<file path="src/core_cfg.svh">
`ifndef CORE_CFG_SVH
`define CORE_CFG_SVH

// Datapath and address widths
`define DATA_WIDTH 32
`define ADDR_WIDTH 10

// Architectural register file
`define REG_COUNT      32
`define REG_ADDR_WIDTH 5

// Data memory size in bytes
`define MEM_BYTES 1024

// Read request to response, at least 1
`define DMEM_LATENCY 2

`endif
</file>
<file path="src/reg_file.sv">
`timescale 1ns/1ps

`include "core_cfg.svh"

module reg_file (
  input  logic                       clk_i,
  input  logic                       rst_i,
  input  logic                       wb_valid_i,
  input  logic                       wb_reg_wr_en_i,
  input  logic                       wb_is_load_i,
  input  logic [`REG_ADDR_WIDTH-1:0] wb_wr_reg_i,
  input  logic [`DATA_WIDTH-1:0]     wb_alu_result_i,
  input  logic [`DATA_WIDTH-1:0]     wb_mem_data_i,
  input  logic [`REG_ADDR_WIDTH-1:0] rd_addr_i,
  output logic [`DATA_WIDTH-1:0]     wb_data_o,
  output logic [`DATA_WIDTH-1:0]     rd_data_o
);

  logic [`DATA_WIDTH-1:0] regs [`REG_COUNT];

  logic wr_en;

  assign wb_data_o = wb_is_load_i ? wb_mem_data_i : wb_alu_result_i;

  // Register zero is never written
  assign wr_en = wb_valid_i && wb_reg_wr_en_i && (wb_wr_reg_i != '0);

  always_ff @(posedge clk_i) begin
    if (!rst_i) begin
      for (int i = 0; i < `REG_COUNT; i++) begin
        regs[i] <= '0;
      end
    end else if (wr_en) begin
      regs[wb_wr_reg_i] <= wb_data_o;
    end
  end

  assign rd_data_o = (rd_addr_i == '0) ? '0 : regs[rd_addr_i];

endmodule : reg_file

</file>
<file path="config.mk">
export PLATFORM = sky130hd
export DESIGN_NAME = reg_file
export DESIGN_NICKNAME = d
export VERILOG_FILES = /design/src/reg_file.sv
export VERILOG_INCLUDE_DIRS = /design/src
export SDC_FILE = /design/constraint.sdc
export NUM_CORES = 1
export LEC_CHECK = 0
export ABC_AREA = 1
export BUFFER_PORTS_ARGS = -buffer_cell sky130_fd_sc_hd__clkbuf_2
export CAP_MARGIN = 15
export CORE_MARGIN = 8
export CORE_UTILIZATION = 33
export CTS_CLUSTER_SIZE = 12
export DETAILED_ROUTE_END_ITERATION = 16
export MAX_ROUTING_LAYER = met4
export SLEW_MARGIN = 30
export SYNTH_ARGS = -nofsm -noshare
export SYNTH_HDL_FRONTEND = slang
export SYNTH_SLANG_ARGS = --single-unit
export TNS_END_PERCENT = 5
</file>
<file path="constraint.sdc">
create_clock -name clk_i -period 2.7 [get_ports clk_i]
set_input_delay 0.135 -clock clk_i [delete_from_list [all_inputs] [get_ports clk_i]]
set_output_delay 0.135 -clock clk_i [all_outputs]
set_load 0.1 [all_outputs]
</file>
==> results.md <==
- Synth Area in Compound Gates: 0.0129
- CP cell instances: buf_8, inv_8, buf_12, buf_12, o21ai_0, o21ai_0, nor2_1, nor2_2, nor2_1, nor2_2, buf_12
- Max reg flops: 1,024
- Gr busiest metal: met2
- Outcome: completed
- Largest family of logic cells by synthesized area: simple AND/OR/NAND/NOR gates
- ANT nets after route: 0
- RSZ-0062 raised after global routing: no
- Worst min path class: in -> reg
- Core Rows: 138
- # Post-CTS Setup Buffers: 0
- Placed Area: 0.0513 mm2
- Post-Place Setup Slack: -0.0146 ns
- Worst ir drop on vdd: 0.559 mV
- 1st-pass router iterations: 5
- Largest regs: regs x1024
- Setup Viol. Count Final: 0
- Seq. cell area: 0.0307 mm2
- Iteration-0 DRC Markers: 3,991
- CP delay by family, top: buffers and inverters
- GR Layer Usage met3: 0.0325
- PortBufs: 142
- Final hold vios: 0
- Yosys synthesis warning count: 0
- Largest register by flop count: regs
- First-pass GRT wire length: 215,000 um
- Clk slew on worst S/H paths: 0.06 ns
- Syn avg cell area: 9.56 um2
- Crit-path max cell delay: 0.33 ns
- Clk sinks: 1,024
- Fill count: 13,795
- Final Cell Area: 0.0545 mm2
- Vias after detailed routing: 35,529
- Top cell by count, worst path: buf_12
- XOR/XNOR share of the synthesized area: 0
- Drt wl/cell: 20.6 um
- Core Box Area: 0.141 mm2
- DR DRC count: 0
- Initial antenna violation count: 5
- Root Buffer Master: clkbuf_16
- GR Util met2: 0.294
- Dpl hpwl: 85,600 um
- Seq cells post-synth: 1,024
- CTS tree: done
- FFs w/ async S/R, synth: 0
- Relative slew slack: 0.478
- Area Growth Syn to Fin: 16.7%
- Area of the multi-input gates: 0.0142 mm2
- Final Worst Setup Slack: 0.159 ns
- Fin nets: 5,067
- Adder-cell share of the synthesized area: 0
- Synth cell types: 19
- Post-Route Setup TNS: 0 ns
- Critical Path Source Type: input pin
- Crit-path max FO: 38
- Post-synth EDFFs: 1,024
- GR Util met1: 0.250
- Simple-Gate Fraction of Synth Area: 0.282
- Slew Limit Fails: 0
- CP arrival: 2.41 ns
- Upper clock frequency limit: 394 MHz
- Min cycle time layout: 2.54 ns
- PD cells: 669 mW/mm2
- Worst setup EP type: output pin
- Clock Path Buffers: 3
- Sequential area share after synthesis: 0.658
- Synth Flop Type: edfxtp_1
- Crit Path Category: in -> out
- Die W: 392 um
- Least-Margin Pin Slew: 0.779 ns
- Final WL: 144,000 um
- Maximum capacitance violations: 0
- Vias in the first global route: 34,482
- Grt ovf: 0
- Cells after Synth: 4,889
- CTS Buf Count: 105
- Layout cell share with drive strength beyond 1: 0.109
- Layout Cells excl Fill: 6,953
- Slowest stage cell on the critical path: nor2_2
- Vias per cell: 5.11
- Tcrit/Tclk final: 0.941
- Power, Total: 36.5 mW
- Height of the die: 392 um
- Synthesized cell area: 0.0467 mm2
- Full die area: 0.154 mm2
- CTS H-Tree Depth: 3
- Worst Path Buf+Inv: 5
- Initial Util: 0.331
- Final RePlAce weighted congestion: 0.868
- I/O pin count: 143
- Leakage Power: 21.8 nW
- Critical Path RT: 2.57 ns
- Multiplexer area fraction after synthesis: 0
- Tot GR Track Use: 0.187
- Largest net degree at the start of global routing: 83
- Placed insts: 6,751
==> tightest hold or removal path, cell delays in order <==
cell and delay [ns]:
clkbuf_2 0.10, o21ai_4 0.19, nor2_1 0.15
==> power by group <==
group	switching (mW)	total [mW]	internal, mW	leakage, nW
combinational	3.38	4.67	1.28	10.6
sequential	0.219	18.5	18.3	9.74
clock	5.92	13.3	7.39	1.48
==> synth_stat cells (4+ instances only) <==
cell type | n | area (um2)
nor2_2 | 15 | 93.8
nor2_1 | 1182 | 4440
buf_6 | 21 | 236
nand2_1 | 1339 | 5030
edfxtp_1 | 1024 | 30700
nor3_1 | 9 | 45.0
nor3_4 | 4 | 65.1
inv_1 | 72 | 270
o21ai_0 | 73 | 365
nand3_1 | 689 | 3450
clkbuf_1 | 238 | 893
a21oi_1 | 4 | 20.0
buf_1 | 37 | 139
nand2_2 | 8 | 50.1
o21ai_1 | 43 | 215
buf_2 | 126 | 631
==> per-stage QoR <==
step | util | hold slack [ns]
5_1_grt | 0.387 | 0.0177
3_5_place_dp | 0.363 | 0.573
2_1_floorplan | - | 0.425
4_1_cts | 0.386 | 0.0158
3_3_place_gp | 0.363 | 0.600
6_report | 0.387 | 0.0254
==> cells in the final DEF, fill, tap and decap left out, types with 4 or more instances in the layout <==
cell type	netlist	layout
o21ai_1	43	11
buf_8	0	4
nand2_1	1339	1339
nand2_2	8	8
buf_12	0	91
nand3_1	689	689
conb_1	1	32
o21ai_4	0	20
clkbuf_16	0	109
dlygate4sd3_1	0	20
nor3_4	4	4
clkinv_1	0	26
clkbuf_1	238	31
nor2_1	1182	1179
edfxtp_1	1024	1024
clkinv_2	0	8
buf_4	0	160
a21oi_1	4	4
o21ai_2	0	12
o21ai_0	73	73
inv_1	72	71
clkbuf_2	0	104
diode_2	0	4
nor2_2	15	18
nor3_1	9	9
==> cells by family after synthesis <==
group           Yosys count
other cells               1
flops                  1024
buf+inv                 497
simple gates           3247
compound gates          120
==> cell type report <==
cell class / count / area share
inverter: 75 / 0.00553
sequential: 1024 / 0.564
timing repair buffer: 383 / 0.0713
multi-input combinational: 3399 / 0.260
clock buffer: 140 / 0.0521
clock inverter: 38 / 0.00353
tap: 1890 / 0.0434
antenna: 4 / 0.000184
==> repair_timing <==
action	in CTS	in global routing
resized for setup	1	2
hold buffers	20	0
endpoints found under the hold margin	96	0
setup endpoints to repair	1	2
==> routing by layer <==
| metal | wire (um) | vias to the layer above |
|---|---|---|
| li1 | - | 16361 |
| met1 | 60100 | 17388 |
| met2 | 67100 | 1555 |
| met3 | 12700 | 225 |
| met4 | 3690 | 0 |
| met5 | 0 | - |
==> worst paths after layout <==
path / startpoint / cells after the start / slack (ns) / endpoint
worst max-delay path: rd_addr_i[0] / 11 / 0.16 / rd_data_o[2]
worst min-delay path: wb_alu_result_i[10] / 3 / 0.03 / regs[25][10]$_SDFFCE_PN0P_
(Power assumes the default switching activity.)
