### src/core_cfg.svh
`ifndef CORE_CFG_SVH
`define CORE_CFG_SVH

// Datapath and address widths
`define DATA_WIDTH 32
`define ADDR_WIDTH 10

// Architectural register file
`define REG_COUNT      32
`define REG_ADDR_WIDTH 5

// Data memory size in bytes
`define MEM_BYTES 1024

// Read request to response, at least 1
`define DMEM_LATENCY 2

`endif
### src/core_pkg.sv
package core_pkg;

  // Width of a load or store access
  typedef enum logic [1:0] {
    SIZE_BYTE = 2'b00,
    SIZE_HALF = 2'b01,
    SIZE_WORD = 2'b10
  } access_size_t;

endpackage : core_pkg

### src/mem_stage.sv
`timescale 1ns/1ps

`include "core_cfg.svh"

module mem_stage (
  input  logic                       clk_i,
  input  logic                       rst_i,
  input  logic                       valid_i,
  input  logic [`DATA_WIDTH-1:0]     alu_result_i,
  input  logic [`DATA_WIDTH-1:0]     rs2_data_i,
  input  logic [`REG_ADDR_WIDTH-1:0] wr_reg_i,
  input  logic                       is_load_i,
  input  logic                       is_store_i,
  input  logic                       reg_wr_en_i,
  input  core_pkg::access_size_t     access_size_i,
  input  logic [`DATA_WIDTH-1:0]     mem_data_i,
  input  logic                       mem_data_valid_i,
  output logic                       stall_o,
  output logic                       rd_req_valid_o,
  output logic                       wr_req_valid_o,
  output logic [`ADDR_WIDTH-1:0]     mem_req_address_o,
  output logic [`DATA_WIDTH-1:0]     wr_data_o,
  output core_pkg::access_size_t     req_access_size_o,
  output logic                       wb_valid_o,
  output logic                       wb_reg_wr_en_o,
  output logic                       wb_is_load_o,
  output logic [`REG_ADDR_WIDTH-1:0] wb_wr_reg_o,
  output logic [`DATA_WIDTH-1:0]     wb_alu_result_o,
  output logic [`DATA_WIDTH-1:0]     wb_mem_data_o
);

  typedef enum logic [1:0] {
    IDLE    = 2'b00,
    READY   = 2'b01,
    WAITING = 2'b10
  } state_t;

  state_t state_q;
  state_t state_d;

  logic accept;
  logic load_done;

  // Destination and address of the load in flight
  logic [`REG_ADDR_WIDTH-1:0] pend_wr_reg_q;
  logic [`DATA_WIDTH-1:0]     pend_alu_q;

  assign accept    = (state_q == READY) && valid_i;
  assign load_done = (state_q == WAITING) && mem_data_valid_i;

  // Requests go out in the acceptance cycle
  assign mem_req_address_o = alu_result_i[`ADDR_WIDTH-1:0];
  assign wr_data_o         = rs2_data_i;
  assign req_access_size_o = access_size_i;
  assign rd_req_valid_o    = accept && is_load_i;
  assign wr_req_valid_o    = accept && is_store_i && !is_load_i;

  always_comb begin
    state_d = state_q;
    stall_o = 1'b0;
    case (state_q)
      IDLE: begin
        state_d = READY;
      end
      READY: begin
        if (accept && is_load_i) begin
          stall_o = 1'b1;
          state_d = WAITING;
        end
      end
      WAITING: begin
        // Released in the cycle the response shows up
        stall_o = !mem_data_valid_i;
        if (mem_data_valid_i) begin
          state_d = READY;
        end
      end
      default: begin
        state_d = IDLE;
      end
    endcase
  end

  always_ff @(posedge clk_i) begin
    if (!rst_i) begin
      state_q        <= IDLE;
      wb_valid_o     <= 1'b0;
      wb_reg_wr_en_o <= 1'b0;
      wb_is_load_o   <= 1'b0;
    end else begin
      state_q        <= state_d;
      wb_valid_o     <= (accept && !is_load_i) || load_done;
      // Completed loads always write their register
      wb_reg_wr_en_o <= (accept && !is_load_i && reg_wr_en_i) || load_done;
      wb_is_load_o   <= load_done;
    end
  end

  always_ff @(posedge clk_i) begin
    if (accept && is_load_i) begin
      pend_wr_reg_q <= wr_reg_i;
      pend_alu_q    <= alu_result_i;
    end
    if (accept && !is_load_i) begin
      wb_wr_reg_o     <= wr_reg_i;
      wb_alu_result_o <= alu_result_i;
    end else if (load_done) begin
      wb_wr_reg_o     <= pend_wr_reg_q;
      wb_alu_result_o <= pend_alu_q;
      wb_mem_data_o   <= mem_data_i;
    end
  end

endmodule : mem_stage

### config.mk
export PLATFORM = sky130hd
export DESIGN_NAME = mem_stage
export DESIGN_NICKNAME = d
export VERILOG_FILES = /design/src/core_pkg.sv /design/src/mem_stage.sv
export VERILOG_INCLUDE_DIRS = /design/src
export SDC_FILE = /design/constraint.sdc
export NUM_CORES = 1
export LEC_CHECK = 0
export ABC_AREA = 1
export BUFFER_PORTS_ARGS = -buffer_cell sky130_fd_sc_hd__buf_2
export CAP_MARGIN = 20
export CORE_MARGIN = 2
export CORE_UTILIZATION = 48
export CTS_CLUSTER_DIAMETER = 50
export CTS_CLUSTER_SIZE = 20
export DETAILED_ROUTE_END_ITERATION = 6
export PLACE_DENSITY = 0.85
export SYNTH_ARGS = -nofsm -noshare
export SYNTH_HDL_FRONTEND = slang
export SYNTH_SLANG_ARGS = --single-unit
### constraint.sdc
create_clock -name clk_i -period 7.4 [get_ports clk_i]
set_clock_uncertainty 0.05 [all_clocks]
set_input_delay 0.37 -clock clk_i [delete_from_list [all_inputs] [get_ports clk_i]]
set_output_delay 0.37 -clock clk_i [all_outputs]
set_load 0.02 [all_outputs]
==> flow_metrics.env, run 1 <==
export IMPL_synth_common_cells="nand2_1, edfxtp_1, buf_4"
export IMPL_ys_warn_count=0
export IMPL_cts_resized=0
export IMPL_rsz0062_at_grt="false"
export IMPL_whs_ns=0.1335
export IMPL_power_net_switching_mw=0.2999
export IMPL_dp_cells=528
export IMPL_critPathMaxStageDelay_ns=0.71
export IMPL_cts_hold_fix_buffers=0
export IMPL_ys_seq_area_share_pct=76.79
export IMPL_die_h_um=98.38
export IMPL_synthTopCellsByArea="edfxtp_1, nand2_1, buf_4, dfxtp_1, ha_1"
export IMPL_finalHoldViolCount=0
export IMPL_synth_edff_count=106
export IMPL_avgSynthCellArea_um2=13.79
export IMPL_final_seq_area_mm2=0.003283
export IMPL_power_share_switching_pct=24.34
export IMPL_antenna_found_initial=1
export IMPL_die_w_um=98.38
export IMPL_worst_pin_slew_ns=0.9036
export IMPL_cts_max_level=3
export IMPL_synth_top_cell_by_area="edfxtp_1"
export IMPL_pwr_share_clk_pct=28.9
export IMPL_combPwrFrac_pct=11.1
export IMPL_report_final_slew_viol_count=0
export IMPL_seq_power_share_pct=60.0
export IMPL_required_ns=7.24
export IMPL_cts_buffers=9
export IMPL_gp_congestion=0.7495
export IMPL_first_global_vias=2677
export IMPL_startpoint_type="register"
export IMPL_grt_total_usage_pct=19.08
export IMPL_worst_path_max_delay_cell="nand2_2"
export IMPL_vias_per_cell=4.794
export IMPL_power_density_mw_per_mm2=244.2
export IMPL_vias=2613
export IMPL_synth_top_area_share_pct=74.45
export IMPL_max_freq_ghz=0.3418
export IMPL_instances_no_fill=545
export IMPL_multi_input_comb_area_um2=578.1
export IMPL_cts_tree="done"
export IMPL_ctsRootBufferMaster="clkbuf_8"
export IMPL_crit_chain="inv_1 -> ha_1 -> nand2_1 -> nor2_4 -> buf_4 -> inv_2 -> nand2_2"
export IMPL_setup_ws_ns=4.475
export IMPL_p_leak_nw=2.177
export IMPL_hpwl_um=6938
export IMPL_drtIter0Drc=58
export IMPL_synthCells=310
export IMPL_synth_cell_types=15
export IMPL_setup_viol=0
export IMPL_core_rowCount=34
export IMPL_coreArea_mm2=0.008678
export IMPL_final_util_pct=58.13
export IMPL_fill_cells=688
export IMPL_num_io_pins=229
export IMPL_dpl_cell_area_mm2=0.004846
export IMPL_grt_max_degree=41
export IMPL_synth_most_common_cell="nand2_1"
export IMPL_path_class="register to register"
export IMPL_crit_path_max_fanout=40
export IMPL_relSlewSlack_pct=39.55
export IMPL_clkSinkCount=111
export IMPL_synth_main_ff_cell="edfxtp_1"
export IMPL_path_clk_slew_ns=0.10
export IMPL_grt_pass1_wl_um=14000
export IMPL_period_needed_ns=2.925
export IMPL_overflow=0
export IMPL_post_cts_buffers=0
export IMPL_io_buffers=160
export IMPL_drc=0
export IMPL_power_total_mw=1.232
export IMPL_fin_nets=545
export IMPL_die_area_mm2=0.009678
export IMPL_routed_wl_um=9277
export IMPL_p_int_mw=0.9322
export IMPL_syn_to_final_growth_pct=18.00
export IMPL_syn_nets=424
export IMPL_clkLatencyLatePin_ns=0.35
export IMPL_final_layout_size_suffix_gt1_share_pct=41.74
export IMPL_routedWlPerCell_um=17.02
export IMPL_netlist_area_mm2=0.004275
export IMPL_status="finished clean"
export IMPL_max_cap_viol_count=0
export IMPL_ys_ff_latch=111
export IMPL_cts_buffer_depth=2
export IMPL_finalSetupTns_ns=0
export IMPL_synthArstFlopShare_pct=0
export IMPL_postRouteAntennaNets=0
export IMPL_worstHoldPathType="input port to register"
export IMPL_worstPathArrival_ns=2.76
export IMPL_endpoint_kind="register"
export IMPL_design_area_mm2=0.005045
export IMPL_initial_utilization_pct=49.26
export IMPL_peakVddDrop_mv=0.09628
export IMPL_fin_crit_sh_pct=39.53
export IMPL_drtPass1Iterations=4
export IMPL_pre_cts_ws_ns=4.501
==> power by group through the flow <==
stage          combinational [mW]  clock, mW  sequential [mW]
6_report                    0.137      0.356            0.739
5_1_grt                     0.152      0.390            0.742
4_1_cts                     0.139      0.364            0.739
3_5_place_dp                0.139          0            0.753
3_3_place_gp                0.131          0            0.752
2_1_floorplan              0.0894          0            0.774
==> layer usage <==
metal | vias to the layer above | wire length [um] | GRT usage (%)
met4 | 0 | 166 | 7.376
met2 | 158 | 4996 | 35.53
met1 | 1198 | 3213 | 20.19
li1 | 1238 | - | -
met5 | - | 0 | 0
met3 | 19 | 901 | 5.583
==> cells by family (layout without fill, tap and decap cells) <==
logic type / Yosys count / in the layout / synth area share [%]
compound gates: 6 / 6 / 0.7609
fa+ha+maj: 4 / 4 / 1.171
buf+inv: 61 / 187 / 9.804
flops: 111 / 111 / 76.79
other cells: 0 / 1 / 0
simple gates: 128 / 128 / 11.47
==> placed cells by master, fill, tap and decap left out, drive strengths merged <==
| master | netlist | final |
|---|---|---|
| clkbuf | 0 | 10 |
| o21ai | 1 | 1 |
| diode | 0 | 1 |
| nor2 | 5 | 5 |
| nand3 | 2 | 2 |
| a21oi | 4 | 4 |
| ha | 4 | 4 |
| dfxtp | 5 | 5 |
| bufinv | 0 | 1 |
| inv | 9 | 10 |
| buf | 52 | 162 |
| edfxtp | 106 | 106 |
| nand2 | 121 | 121 |
| clkinv | 0 | 4 |
| a21boi | 1 | 1 |
==> worst max-delay path, delay by kind of cell (launching register included) <==
kind,cells,cell delay (ns)
flops,1,0.39
simple gates,3,0.86
fa+ha+maj,1,0.22
buf+inv,3,0.89
==> final cells by class <==
type | count | area share, %
flip-flops and latches | 111 | 65.08
repair buffers | 162 | 16.17
multi-input cells | 138 | 11.46
well taps | 108 | 2.679
clock buffers | 10 | 2.530
clock inverters | 6 | 1.364
inverters | 9 | 0.6696
diodes | 1 | 0.04960
==> worst paths after layout <==
kind	start	endpoint	slack, ns	depth (start not counted)
max	state_q[1]	wb_wr_reg_o[0]	4.47	7
min	mem_data_i[28]	wb_mem_data_o[28]	0.13	1
max reg2reg	state_q[1]	wb_wr_reg_o[0]	4.47	7
min reg2reg	pend_alu_q[4]	wb_alu_result_o[4]	0.46	2
==> state kept, by name, indices dropped and copies added, names as in the netlist <==
name,flops
pend_alu_q,32
pend_wr_reg_q,5
state_q,2
wb_alu_result_o,32
wb_is_load_o,1
wb_mem_data_o,32
wb_reg_wr_en_o,1
wb_valid_o,1
wb_wr_reg_o,5
(Power assumes the default switching activity.)
==> run 2: changes to the inputs <==
--- a/config.mk
+++ b/config.mk
@@ -10,11 +10,11 @@
 export BUFFER_PORTS_ARGS = -buffer_cell sky130_fd_sc_hd__buf_2
 export CAP_MARGIN = 20
 export CORE_MARGIN = 2
-export CORE_UTILIZATION = 48
+export CORE_UTILIZATION = 40
 export CTS_CLUSTER_DIAMETER = 50
 export CTS_CLUSTER_SIZE = 20
 export DETAILED_ROUTE_END_ITERATION = 6
-export PLACE_DENSITY = 0.85
+export PLACE_DENSITY = 0.75
 export SYNTH_ARGS = -nofsm -noshare
 export SYNTH_HDL_FRONTEND = slang
 export SYNTH_SLANG_ARGS = --single-unit
==> constraint.sdc (replaced) <==
create_clock -name clk_i -period 2.5 [get_ports clk_i]
set_clock_uncertainty 0.05 [all_clocks]
set_input_delay 0.125 -clock clk_i [delete_from_list [all_inputs] [get_ports clk_i]]
set_output_delay 0.125 -clock clk_i [all_outputs]
set_load 0.02 [all_outputs]
==> run 2 against run 1 <==
Against the previous run: critical path depth increased by 1; critical path type is now register to output port; non-clock buffer count rose by 76; via count is 9.8% higher; critical endpoint is now wr_req_valid_o; largest cell class unchanged; cell area increased by 16%.
==> flow_metrics.env, run 2 (synthesis results as in run 1) <==
export IMPL_status="finished clean"
export IMPL_initial_utilization_pct=41.23
export IMPL_finalHoldViolCount=0
export IMPL_final_common_cell="buf_2"
export IMPL_finalSetupTns_ns=0
export IMPL_io_buffers=160
export IMPL_routedWlPerCell_um=14.88
export IMPL_grt_total_usage_pct=16.61
export IMPL_power_share_switching_pct=24.41
export IMPL_rsz0062_at_grt="false"
export IMPL_cts_buffer_depth=2
export IMPL_final_layout_size_suffix_gt1_share_pct=36.33
export IMPL_pre_cts_ws_ns=0.4030
export IMPL_p_int_mw=2.850
export IMPL_r2r_end="wb_mem_data_o[26]"
export IMPL_die_area_mm2=0.01153
export IMPL_report_final_slew_viol_count=0
export IMPL_power_density_mw_per_mm2=646.2
export IMPL_max_freq_ghz=0.4834
export IMPL_die_w_um=107.4
export IMPL_fin_nets=621
export IMPL_worst_path_max_delay_cell="dfxtp_1"
export IMPL_use_met2_pct=29.84
export IMPL_syn_to_final_growth_pct=36.46
export IMPL_cts_buffers=9
export IMPL_num_io_pins=229
export IMPL_routed_wl_um=9639
export IMPL_seq_power_share_pct=57.9
export IMPL_endpoint_kind="output port"
export IMPL_coreArea_mm2=0.01037
export IMPL_largestRegisters="pend_alu_q x32, wb_alu_result_o x32, wb_mem_data_o x32"
export IMPL_overflow=0
export IMPL_p_leak_nw=2.493
export IMPL_grt_use_met1_pct=18.70
export IMPL_grt_max_degree=40
export IMPL_vias=2869
export IMPL_whs_ns=0.1427
export IMPL_crit_chain="inv_1 -> ha_1 -> nand2_1 -> nor2_4 -> inv_2 -> buf_4 -> nor2_1 -> buf_2"
export IMPL_hold_end="wb_is_load_o"
export IMPL_clkSinkCount=111
export IMPL_drc=0
export IMPL_hpwl_um=6050
export IMPL_required_ns=2.33
export IMPL_postRouteAntennaNets=0
export IMPL_setup_ws_ns=0.4311
export IMPL_ctsRootBufferMaster="clkbuf_8"
export IMPL_cts_max_level=3
export IMPL_worstPathArrival_ns=1.89
export IMPL_critPathMaxStageDelay_ns=0.40
export IMPL_antenna_found_initial=0
export IMPL_fin_crit_sh_pct=82.75
export IMPL_startpoint_type="register"
export IMPL_combPwrFrac_pct=13.3
export IMPL_vias_per_cell=4.427
export IMPL_use_met3_pct=4.358
export IMPL_die_h_um=107.4
export IMPL_clkLatencyLatePin_ns=0.36
export IMPL_worstHoldPathType="input port to register"
export IMPL_power_net_switching_mw=0.9201
export IMPL_hold_start="mem_data_valid_i"
export IMPL_worst_r2r_cell_count=7
export IMPL_cts_tree="done"
export IMPL_pwr_share_clk_pct=28.8
export IMPL_core_rowCount=37
export IMPL_peakVddDrop_mv=0.4446
export IMPL_relSlewSlack_pct=65.93
export IMPL_drtIter0Drc=149
export IMPL_power_total_mw=3.770
export IMPL_crit_path_max_fanout=39
export IMPL_max_cap_viol_count=0
export IMPL_worst_pin_slew_ns=0.5111
export IMPL_grt_pass1_wl_um=14270
export IMPL_period_needed_ns=2.069
export IMPL_first_global_vias=2835
export IMPL_layout_common_cells="buf_2, nand2_1, edfxtp_1"
export IMPL_gp_congestion=0.7771
export IMPL_path_clk_slew_ns=0.10
export IMPL_r2r_slack_ns=0.65
export IMPL_path_class="register to output port"
export IMPL_holdPathStages=3
export IMPL_r2r_start="state_q[1]"
export IMPL_diodes=0
export IMPL_setup_viol=0
export IMPL_busiest_layer="met2"
export IMPL_drtPass1Iterations=4
## run 2: power groups by stage
| stage | sequential (mW) | combinational [mW] | clock [mW] |
|---|---|---|---|
| floorplan | 2.29 | 0.265 | 0 |
| global placement | 2.22 | 0.399 | 0 |
| detailed placement | 2.23 | 0.412 | 0 |
| CTS | 2.18 | 0.500 | 1.13 |
| global route | 2.19 | 0.555 | 1.20 |
| finish | 2.18 | 0.502 | 1.08 |
## run 2: layout make-up
type                            instances  area, um^2
Fill cell                             836        4536
Clock inverter                          6       77.57
Tap cell                              136       170.2
Sequential cell                       111        3283
Inverter                                9       33.78
Timing Repair Buffer                  238        1564
Clock buffer                           10       127.6
Multi-Input combinational cell        138       578.1
## run 2: critical path: cells and delay by family (launching register included)
family	cells	cell delay (ns)
buf+inv	4	0.67
flops	1	0.40
fa+ha+maj	1	0.22
simple gates	3	0.23
## run 2: how the worst max path moves through the flow
stage	to	cells past startpoint	startpoint
2_1_floorplan	wb_alu_result_o[0]	7	state_q[1]
3_3_place_gp	wb_alu_result_o[19]	7	state_q[1]
3_5_place_dp	wb_alu_result_o[19]	7	state_q[1]
4_1_cts	wr_req_valid_o	8	state_q[1]
5_1_grt	wr_req_valid_o	8	state_q[1]
6_report	wr_req_valid_o	8	state_q[1]
## run 2: per-layer routing
metal / up-vias / wire length (um)
li1: 1388 / -
met1: 1341 / 3572
met2: 104 / 5160
met3: 36 / 569
met4: 0 / 337
met5: - / 0
## run 2: stage by stage
| stage | instances | cell area, um^2 | utilization, % |
|---|---|---|---|
| 2_1_floorplan | 310 | 4278 | - |
| 3_3_place_gp | 559 | 4903 | 47.29 |
| 3_5_place_dp | 559 | 4903 | 47.29 |
| 4_1_cts | 646 | 5819 | 56.12 |
| 5_1_grt | 648 | 5834 | 56.26 |
| 6_report | 648 | 5834 | 56.26 |
## run 2: repair_timing
action	in CTS	in global routing
endpoints found under the hold margin	82	0
setup endpoints to repair	0	1
resized for setup	0	0
hold buffers	71	0
setup buffers	0	2
